==> config.mk <==
export PLATFORM = sky130hd
export DESIGN_NAME = qnt_unit
export DESIGN_NICKNAME = d
export VERILOG_FILES = /design/src/rtl/qnt_pkg.sv /design/src/rtl/qnt_ctrl.sv /design/src/rtl/qnt_addr_gen.sv /design/src/rtl/qnt_level_acc.sv /design/src/rtl/qnt_unit.sv
export SDC_FILE = /design/constraint.sdc
export NUM_CORES = 1
export LEC_CHECK = 0
export ABC_AREA = 1
export CAP_MARGIN = 20
export CELL_PAD_IN_SITES_DETAIL_PLACEMENT = 2
export CELL_PAD_IN_SITES_GLOBAL_PLACEMENT = 2
export CORE_MARGIN = 2
export CORE_UTILIZATION = 38
export DETAILED_ROUTE_END_ITERATION = 10
export DONT_BUFFER_PORTS = 1
export PLACE_DENSITY_LB_ADDON = 0.1
export SETUP_SLACK_MARGIN = 0.1
export SKIP_LAST_GASP = 1
export SLEW_MARGIN = 20
export SYNTH_ARGS = -nofsm -noshare
export SYNTH_HDL_FRONTEND = slang
export SYNTH_SLANG_ARGS = --single-unit
export TNS_END_PERCENT = 10
==> constraint.sdc <==
create_clock -name clk -period 12.5 [get_ports clk]
set_input_delay 2.5 -clock clk [delete_from_list [all_inputs] [get_ports clk]]
set_output_delay 2.5 -clock clk [all_outputs]
set_load 0.03 [all_outputs]
==> src/rtl/qnt_pkg.sv <==
`default_nettype none

package qnt_pkg;

  ////////////////////////////////////////////////////////////
  // widths
  ////////////////////////////////////////////////////////////

  localparam int unsigned PIX_W  = 16;  // one pixel, one threshold
  localparam int unsigned DATA_W = 32;  // operands, result, address
  localparam int unsigned LVL_W  = 2;   // tree level counter

  // byte distance from pixel 1's threshold tree to pixel 2's
  localparam int unsigned P2_OFS_4B = 32;  // 15 entries + pad, 2 bytes each
  localparam int unsigned P2_OFS_2B = 8;   // 3 entries + pad

  ////////////////////////////////////////////////////////////
  // enums
  ////////////////////////////////////////////////////////////

  // quantization mode, same encoding as the vecmode field
  typedef enum logic [2:0] {
    VEC_4B = 3'd0,  // 4-bit level per pixel, 4 compares
    VEC_2B = 3'd1   // 2-bit level per pixel, 2 compares
  } vec_mode_e;

  // control FSM
  typedef enum logic [1:0] {
    IDLE,   // waiting for enable
    FETCH,  // request out, waiting for grant
    WAIT,   // granted, waiting for threshold data
    DONE    // result ready for one cycle
  } qnt_state_e;

endpackage

`default_nettype wire

==> src/rtl/qnt_ctrl.sv <==
`timescale 1ns/1ps
`default_nettype none

module qnt_ctrl (
  input  logic                       clk,
  input  logic                       rst_n,
  input  logic                       enable_i,             // start level from ex stage
  input  logic [2:0]                 vecmode_i,            // raw mode field
  input  logic                       request_granted_i,    // memory took the request
  input  logic                       threshold_valid_i,    // threshold data this cycle
  output logic                       threshold_request_o,
  output logic                       ready_o,
  output logic                       start_o,              // one-cycle run start pulse
  output logic                       pix_sel_o,            // 0 pixel 1, 1 pixel 2
  output logic [qnt_pkg::LVL_W-1:0]  level_o,              // current tree level
  output logic                       upd_o,                // compare result is valid
  output qnt_pkg::vec_mode_e         mode_o                // mode held for the run
);

  import qnt_pkg::*;

  qnt_state_e       state_q, state_d;
  vec_mode_e        mode_q;
  logic             pix_sel_q;
  logic [LVL_W-1:0] level_q;
  logic [LVL_W-1:0] last_level;   // deepest level for the captured mode
  logic             last_fetch;   // pixel 2 on the deepest level

  ////////////////////////////////////////////////////////////
  // run bookkeeping
  ////////////////////////////////////////////////////////////

  // 4 compares per pixel in 4-bit mode, 2 in 2-bit mode
  assign last_level = (mode_q == VEC_2B) ? LVL_W'(1) : LVL_W'(3);
  assign last_fetch = pix_sel_q & (level_q == last_level);

  ////////////////////////////////////////////////////////////
  // next state
  ////////////////////////////////////////////////////////////

  always_comb begin
    state_d = state_q;
    start_o = 1'b0;
    upd_o   = 1'b0;

    case (state_q)
      IDLE: begin
        if (enable_i) begin
          start_o = 1'b1;   // capture operands this cycle
          state_d = FETCH;
        end
      end

      FETCH: begin
        // request and address held until memory grants
        if (request_granted_i) begin
          state_d = WAIT;
        end
      end

      WAIT: begin
        if (threshold_valid_i) begin
          upd_o = 1'b1;     // compare and step the walk
          if (last_fetch) begin
            state_d = DONE;
          end else begin
            state_d = FETCH;  // other pixel next, or next level
          end
        end
      end

      DONE: begin
        state_d = IDLE;     // result stays in the level registers
      end

      default: begin
        state_d = IDLE;
      end
    endcase
  end

  ////////////////////////////////////////////////////////////
  // registers
  ////////////////////////////////////////////////////////////

  always_ff @(posedge clk, negedge rst_n) begin
    if (!rst_n) begin
      state_q   <= IDLE;
      mode_q    <= VEC_4B;
      pix_sel_q <= 1'b0;
      level_q   <= '0;
    end else begin
      state_q <= state_d;

      if (start_o) begin
        mode_q    <= vec_mode_e'(vecmode_i);  // held for the whole run
        pix_sel_q <= 1'b0;                    // pixel 1 goes first
        level_q   <= '0;
      end else if (upd_o) begin
        pix_sel_q <= ~pix_sel_q;              // alternate pixels every fetch
        if (pix_sel_q) begin
          level_q <= level_q + LVL_W'(1);     // both pixels done on this level
        end
      end
    end
  end

  // outputs
  assign threshold_request_o = (state_q == FETCH);
  assign ready_o             = (state_q == IDLE) | (state_q == DONE);
  assign pix_sel_o           = pix_sel_q;
  assign level_o             = level_q;
  assign mode_o              = mode_q;

endmodule

`default_nettype wire

==> src/rtl/qnt_addr_gen.sv <==
`timescale 1ns/1ps
`default_nettype none

module qnt_addr_gen (
  input  logic                       clk,
  input  logic                       rst_n,
  input  logic                       start_i,
  input  logic [qnt_pkg::DATA_W-1:0] op_b_i,               // base, middle of pixel 1 tree
  input  qnt_pkg::vec_mode_e         mode_i,
  input  logic                       pix_sel_i,
  input  logic [qnt_pkg::LVL_W-1:0]  level_i,
  input  logic                       upd_i,
  input  logic                       cmp_bit_i,            // pixel above threshold
  output logic [qnt_pkg::DATA_W-1:0] threshold_address_o
);

  import qnt_pkg::*;

  logic [DATA_W-1:0] addr1_q, addr2_q;  // tree walk positions
  logic [DATA_W-1:0] cur_addr, nxt_addr;
  logic [DATA_W-1:0] step;
  logic [DATA_W-1:0] p2_ofs;

  // step shrinks by half per level, 2-byte entries
  always_comb begin
    step = '0;  // last level, no further fetch
    if (mode_i == VEC_2B) begin
      if (level_i == LVL_W'(0)) step = DATA_W'(2);
    end else begin
      case (level_i)
        LVL_W'(0): step = DATA_W'(8);
        LVL_W'(1): step = DATA_W'(4);
        LVL_W'(2): step = DATA_W'(2);
        default:   step = '0;
      endcase
    end
  end

  // pixel 2 register holds its walk relative to the base, tree offset added on the way out
  assign p2_ofs = (mode_i == VEC_2B) ? DATA_W'(P2_OFS_2B) : DATA_W'(P2_OFS_4B);

  assign cur_addr = pix_sel_i ? addr2_q : addr1_q;
  assign nxt_addr = cmp_bit_i ? (cur_addr + step) : (cur_addr - step);  // up if greater

  always_ff @(posedge clk, negedge rst_n) begin
    if (!rst_n) begin
      addr1_q <= '0;
      addr2_q <= '0;
    end else if (start_i) begin
      addr1_q <= op_b_i;   // both walks begin at the middle entry
      addr2_q <= op_b_i;
    end else if (upd_i) begin
      if (pix_sel_i) addr2_q <= nxt_addr;
      else           addr1_q <= nxt_addr;
    end
  end

  assign threshold_address_o = pix_sel_i ? (addr2_q + p2_ofs) : addr1_q;

endmodule

`default_nettype wire

==> src/rtl/qnt_level_acc.sv <==
`timescale 1ns/1ps
`default_nettype none

module qnt_level_acc (
  input  logic                       clk,
  input  logic                       rst_n,
  input  logic                       start_i,
  input  logic [qnt_pkg::DATA_W-1:0] op_a_i,               // {pixel 2, pixel 1}
  input  logic [qnt_pkg::DATA_W-1:0] threshold_i,          // low half is the threshold
  input  logic                       pix_sel_i,
  input  logic                       upd_i,
  input  qnt_pkg::vec_mode_e         mode_i,
  output logic                       cmp_bit_o,
  output logic [qnt_pkg::DATA_W-1:0] result_o
);

  import qnt_pkg::*;

  localparam int unsigned LB = 2 ** LVL_W;  // one compare bit per tree level

  logic signed [PIX_W-1:0] pix1_q, pix2_q;  // operand copy for the run
  logic signed [PIX_W-1:0] pix_cur;
  logic signed [PIX_W-1:0] thr;
  logic [LB-1:0]           lvl1_q, lvl2_q;  // compare bits, msb first

  // operands only change on start
  always_ff @(posedge clk) begin
    if (start_i) begin
      pix1_q <= op_a_i[PIX_W-1:0];
      pix2_q <= op_a_i[DATA_W-1:PIX_W];
    end
  end

  assign pix_cur   = pix_sel_i ? pix2_q : pix1_q;
  assign thr       = threshold_i[PIX_W-1:0];
  assign cmp_bit_o = (pix_cur > thr);  // signed, equal counts as not greater

  always_ff @(posedge clk, negedge rst_n) begin
    if (!rst_n) begin
      lvl1_q <= '0;
      lvl2_q <= '0;
    end else if (start_i) begin
      lvl1_q <= '0;
      lvl2_q <= '0;
    end else if (upd_i) begin
      if (pix_sel_i) lvl2_q <= {lvl2_q[LB-2:0], cmp_bit_o};
      else           lvl1_q <= {lvl1_q[LB-2:0], cmp_bit_o};
    end
  end

  // pixel 2 above pixel 1, zero-extended
  always_comb begin
    result_o = '0;
    if (mode_i == VEC_2B) begin
      result_o[3:0] = {lvl2_q[1:0], lvl1_q[1:0]};
    end else begin
      result_o[7:0] = {lvl2_q, lvl1_q};
    end
  end

endmodule

`default_nettype wire

==> src/rtl/qnt_unit.sv <==
`timescale 1ns/1ps
`default_nettype none

module qnt_unit (
  input  logic                       clk,
  input  logic                       rst_n,

  // ex stage side
  input  logic                       enable_i,             // start level
  input  logic [2:0]                 vecmode_i,            // 4-bit or 2-bit levels
  input  logic [qnt_pkg::DATA_W-1:0] op_a_i,               // two signed pixels
  input  logic [qnt_pkg::DATA_W-1:0] op_b_i,               // threshold tree base

  // threshold memory side
  input  logic [qnt_pkg::DATA_W-1:0] threshold_i,
  input  logic                       threshold_valid_i,
  input  logic                       request_granted_i,
  output logic                       threshold_request_o,
  output logic [qnt_pkg::DATA_W-1:0] threshold_address_o,

  output logic [qnt_pkg::DATA_W-1:0] result_o,
  output logic                       ready_o
);

  import qnt_pkg::*;

  logic             start;
  logic             pix_sel;
  logic [LVL_W-1:0] level;
  logic             upd;
  vec_mode_e        mode;
  logic             cmp_bit;

  ////////////////////////////////////////////////////////////
  // sequencing
  ////////////////////////////////////////////////////////////

  qnt_ctrl u_ctrl (
    .clk                 (clk),
    .rst_n               (rst_n),
    .enable_i            (enable_i),
    .vecmode_i           (vecmode_i),
    .request_granted_i   (request_granted_i),
    .threshold_valid_i   (threshold_valid_i),
    .threshold_request_o (threshold_request_o),
    .ready_o             (ready_o),
    .start_o             (start),
    .pix_sel_o           (pix_sel),
    .level_o             (level),
    .upd_o               (upd),
    .mode_o              (mode)
  );

  ////////////////////////////////////////////////////////////
  // datapath
  ////////////////////////////////////////////////////////////

  qnt_addr_gen u_addr_gen (
    .clk                 (clk),
    .rst_n               (rst_n),
    .start_i             (start),
    .op_b_i              (op_b_i),
    .mode_i              (mode),
    .pix_sel_i           (pix_sel),
    .level_i             (level),
    .upd_i               (upd),
    .cmp_bit_i           (cmp_bit),          // direction of the next step
    .threshold_address_o (threshold_address_o)
  );

  qnt_level_acc u_level_acc (
    .clk                 (clk),
    .rst_n               (rst_n),
    .start_i             (start),
    .op_a_i              (op_a_i),
    .threshold_i         (threshold_i),
    .pix_sel_i           (pix_sel),
    .upd_i               (upd),
    .mode_i              (mode),
    .cmp_bit_o           (cmp_bit),
    .result_o            (result_o)
  );

endmodule

`default_nettype wire

### Word level (Yosys, flattened, before mapping)

Index checks and enable logic that the tools add are counted.

| word-level totals | value |
|---|---|
| input port bits | 104 |
| bits in registers | 112 |
| output and inout port bits | 66 |
| logic and storage cells | 73 |

| cells by class | value |
|---|---|
| reduce and logical (&&, ||, !) cells | 7 |
| $add $sub $neg | 4 |
| magnitude comparators | 1 |
| multiplexer cells | 37 |
| bitwise gates (word level) | 3 |
| equality and inequality tests | 11 |

Operators by type and width:

| kind | number |
|---|---|
| two-way mux 32 bit | 10 |
| adder 32 bit | 2 |
| two-way mux 4 bit | 8 |
| subtractor 32 bit | 1 |
| two-way mux 2 bit | 9 |
| > comparator 16 bit | 1 |
| two-way mux 16 bit | 1 |
| case mux 4 bit (3 select lines) | 1 |
| inequality test 2 bit (second input constant) | 4 |
| case mux 2 bit (4 select lines) | 1 |
| == test 2 bit (second input constant) | 3 |
| two-way mux 1 bit | 6 |
| two-way mux 6 bit | 1 |
| == test 2 x 1 -> 1 bit (second input constant) | 2 |
| logical NOT 2 bit | 2 |
| AND reduction 2 bit | 2 |
| nonzero test 2 bit | 2 |
| == test 3 x 1 -> 1 bit (second input constant) | 1 |
| AND reduction 3 bit | 1 |
| adder 2 x 1 -> 2 bit (second input constant) | 1 |
| == test 2 bit | 1 |
| AND 1 bit | 1 |
| inverter 1 bit | 1 |
| bitwise OR 1 bit | 1 |

### Logic depth before layout (Yosys ltp)

| logic depth | value |
|---|---|
| depth after elaboration | 8 |
| depth in mapped cells | 41 |
| mapped depth without buffers | 38 |

### Modules after synthesis

Synthesis repeated with hierarchy kept, for this count alone.

| second synthesis, totals | value |
|---|---|
| cell total of the unflattened synthesis | 1348 |
| area, all modules | 8966.1 um^2 |

By module, submodules not included:

| module | area an instance (um^2) | cells an instance | instances |
|---|---|---|---|
| qnt_addr_gen | 6302.3 | 1052 | 1 |
| qnt_level_acc | 2203.4 | 236 | 1 |
| qnt_ctrl | 460.4 | 60 | 1 |

### Least setup slack after synthesis

No wires, ideal clock.

| timing path | value |
|---|---|
| path type | register to output |
| start point | register u_ctrl.mode_q[1] (netlist: u_ctrl.mode_o[1]) |
| end point | output threshold_address_o[30] (netlist bit) |
| cell stages (with the launch flop) | 16 |
| setup slack | 6344 ps |
| data arrival time | 3656 ps |
| buffers on the path | 0 |
| cell sequence | dfrtp_1 -> nor3_1 -> clkinv_1 -> ha_1 -> nand3_1 -> nand2_1 -> nand3_1 -> nor2_1 -> nand3_1 -> nor3b_1 -> nand4_1 -> nor3_1 -> nand2_1 -> nor4_1 -> nand3_1 -> o21ai_0 |

| between the ends | value |
|---|---|
| cells in the longest elaborated chain, start to end | 4 |

RTL lines:

| element | line | text |
|---|---|---|
| start, declared | qnt_ctrl.sv:23 | `vec_mode_e mode_q;` |
| start signal, assigned | qnt_ctrl.sv:96 | `mode_q <= vec_mode_e'(vecmode_i);` |
| == test 3 x 1 -> 1 bit | qnt_addr_gen.sv:40 | `assign p2_ofs = (mode_i == VEC_2B) ? DATA_W'(P2_OFS_2B) : DATA_W'(P2_OFS_4B);` |
| two-way mux 6 bit | qnt_addr_gen.sv:40 |  |
| adder 32 bit | qnt_addr_gen.sv:58 | `assign threshold_address_o = pix_sel_i ? (addr2_q + p2_ofs) : addr1_q;` |
| two-way mux 32 bit | qnt_addr_gen.sv:58 |  |
| end, declared | qnt_unit.sv:19 | `output logic [qnt_pkg::DATA_W-1:0] threshold_address_o,` |

Every way passes these cells.

### Worst setup path in the final report

Same ends and word-level chain as after synthesis.

==> impl_metrics.tcl <==
set metrics [dict create \
    area_growth_pct 5.43 \
    finalCritPeriodShare_pct 64.1 \
    htree_levels 3 \
    maxSlewHeadroom_pct 30.9 \
    crit_type "flop to output pin" \
    fin_nets 1374 \
    synth.most_common_cell "nand2_1" \
    finalSetupTns_ns 0 \
    crit_top_cell "nand3_1" \
    fmax_ghz 0.125 \
    cts_resized 0 \
    routed_wl_mm 30.4 \
    period_minus_slack_ns 8.01 \
    yosys_register_bits 112 \
    path_delay_family "simple AND/OR/NAND/NOR gates" \
    holdBufCountCts 0 \
    hold_viol_final 0 \
    grt_pass1_vias 8809 \
    row_count 55 \
    syn_inst 1236 \
    viasPerCell 5.43 \
    skew_ns 0.0193 \
    cp_max_fo 10 \
    ant_nets 0 \
    cp.buffers_inverters 1 \
    num_vias 8192 \
    ys.flop_type "dfrtp_1" \
    avgSynthCellArea_sq_um 6.96 \
    hp-class "flop to flop" \
    required_ns 10.00 \
    numClockSinks 112 \
    clkTransAtPathRegs_ns 0.08 \
    dieArea_sq_um 23900 \
    routedWlPerCell_microns 20.1 \
    syn_area_sq_um 8600 \
    slowest_delay_ns 0.78 \
    fp.dieW_microns 154 \
    async_flop_share_pct 71.4 \
    drt-pass1-iter-count 4 \
    netlist.top_cell.by_area "dfrtp_1" \
    cp.arrival_ns 5.51 \
    die_h_microns 154 \
    maxCapViolCount 0 \
    cts_tree "built" \
    clock_path_buffers 2 \
    netlist.area_leader.share_pct 23.3 \
    critPathCaptureType "output pin" \
    drtIter0Drc 295 \
    grt_max_degree 81 \
    start_util_pct 38.3 \
    crit_chain "nor3_1 -> clkinv_1 -> ha_1 -> nand3_1 -> nand2_1 -> nand3_1 -> nor2_1 -> nand3_1 -> nor3b_1 -> nand4_1 -> nor3_1 -> nand2_1 -> nor4_1 -> nand3_1 -> o21ai_0" \
    rsz0062_at_grt "no" \
    cts_made_buffers 9 \
    place.gp.congestion 0.880 \
    grt_antenna_before_repair 4 \
    insertion_delay_ns 0.37 \
    worst-slew-pin-transition_ns 1.04 \
    overflow 0 \
    maxSlewViolCount 0 \
    finalSetupViolations 0 \
    cts_setup_buffers 0 \
    io_buffers 0 \
    io_pins 170 \
    layout-drive-gt1-share_pct 6.97 \
    yosys_warnings 0 \
    yosys-top-cells-count "nand2_1 (382), inv_1 (148), nand3_1 (100), nor2_1 (83), dfrtp_1 (80)" \
    status "finished clean" \
    startpoint_type "flop" \
    drc_errors 0 \
    slowest_stage "o21ai_0" \
    grt_pass1_wl_mm 48.4 \
    synth_area_leaders "dfrtp_1 (23%), nand2_1 (17%), edfxtp_1 (11%), ha_1 (8.0%), inv_1 (6.5%)" \
    grt.total_usage_pct 25.9 \
    core_area_sq_um 22400 \
    synth_cell_types 47 \
    root_buffer "clkbuf_16" \
    synth_edf_count 32 \
    dp.final_hpwl_mm 23.1 \
    ys_seq_area_share_pct 34.4 \
]
layout by cell type, fill, tap and decap left out, types with 3 or more instances in the layout:
cell         n
nand2_1    381
inv_1      147
nand3_1    100
nor2_1      82
dfrtp_1     79
o21ai_0     74
a21oi_1     67
ha_1        55
edfxtp_1    32
conb_1      24
nand4_1     21
nand2_2     18
or2_2       17
o21ai_1     13
xor2_1      12
clkbuf_16    9
nor3_1       7
xnor2_1      7
buf_4        7
nand3_2      5
a31oi_1      5
diode_2      4
nor4_1       4
o22ai_1      4
nand2_4      4
nor2_2       4
o211ai_1     4
nor3_2       3
o21a_1       3
path summary, 6_finish.rpt:
kind | end | slack [ns] | start | depth (start not counted)
worst max-delay path | threshold_address_o[30] | 4.49 | u_ctrl.mode_o[1]$_DFFE_PN0P_ | 15
worst min-delay path | u_addr_gen.addr1_q[21]$_DFFE_PN0P_ | 0.49 | u_addr_gen.addr1_q[21]$_DFFE_PN0P_ | 2
worst max register to register | u_addr_gen.addr2_q[17]$_DFFE_PN0P_ | 6.36 | u_ctrl.pix_sel_o$_DFFE_PN0P_ | 26
worst min register to register | u_addr_gen.addr1_q[21]$_DFFE_PN0P_ | 0.49 | u_addr_gen.addr1_q[21]$_DFFE_PN0P_ | 2
max in group asynchronous | u_addr_gen.addr1_q[25]$_DFFE_PN0P_ | 10.49 | rst_n | 0
min in group asynchronous | u_ctrl.mode_o[0]$_DFFE_PN0P_ | 1.81 | rst_n | 0
kinds of logic after synthesis:
logic type | after synthesis | synth area share, %
flops | 112 | 34.4
simple gates | 655 | 33.6
buf+inv | 212 | 10.6
xor+xnor | 19 | 1.93
compound gates | 180 | 11.1
fa+ha+maj | 55 | 8.00
mux | 2 | 0.233
other cells | 1 | 0.0436
stage by stage:
| step | instance area, sq um | util (%) | hold WS [ns] | setup slack (ns) | instances |
|---|---|---|---|---|---|
| floorplan | 8690 | - | 0.444 | 6.34 | 1259 |
| global placement | 8760 | 39.1 | 0.463 | 4.95 | 1489 |
| detailed placement | 8760 | 39.1 | 0.469 | 4.65 | 1489 |
| CTS | 9060 | 40.4 | 0.491 | 4.37 | 1505 |
| global route | 9070 | 40.4 | 0.519 | 3.95 | 1509 |
| finish | 9070 | 40.4 | 0.490 | 4.49 | 1509 |
sequential cells by signal, summed over array words and instances (netlist names), 3 cells and up:
register and count:
u_ctrl.mode_o 3, u_addr_gen.addr1_q 32, u_level_acc.pix1_q 16, u_level_acc.lvl1_q 4
u_level_acc.pix2_q 16, u_level_acc.lvl2_q 4, u_addr_gen.addr2_q 32
final cells by class:
type / instances / area [sq um]
Sequential cell: 112 / 2960
Timing Repair Buffer: 7 / 52.6
Tap cell: 285 / 357
Antenna cell: 4 / 10.0
Fill cell: 2742 / 13400
Clock inverter: 6 / 66.3
Clock buffer: 10 / 229
Inverter: 150 / 563
Multi-Input combinational cell: 935 / 4830
worst reg2reg max path, stage by stage (launching register included):
cell and delay (ns):
dfrtp_2 0.80, inv_1 0.39, buf_4 0.38, nand2_1 0.13, nand2_1 0.09, ha_1 0.36, a21oi_1 0.17, o21ai_1 0.09
a21oi_1 0.26, nand3_1 0.17, nand2_4 0.16, nand2_1 0.19, a31o_2 0.43, ha_1 0.39, nand2_1 0.05, o21ai_0 0.28
a21oi_1 0.13, o21ai_0 0.34, nand4_1 0.22, nand2_1 0.23, nand2_2 0.10, nand2_4 0.09, nand2_1 0.07, nand3_1 0.07
nand3_1 0.22, nand3_1 0.16, nand2_1 0.07
per-layer routing:
| layer | GRT usage, % | up-vias | wire (microns) |
|---|---|---|---|
| li1 | - | 3923 | - |
| met1 | 35.0 | 4108 | 14000 |
| met2 | 43.5 | 138 | 14600 |
| met3 | 4.34 | 23 | 1380 |
| met4 | 6.31 | 0 | 452 |
| met5 | 0 | - | 0 |
Power is not shown: default switching activity piles up to over one toggle a cycle in this logic, so the estimate is an artifact.
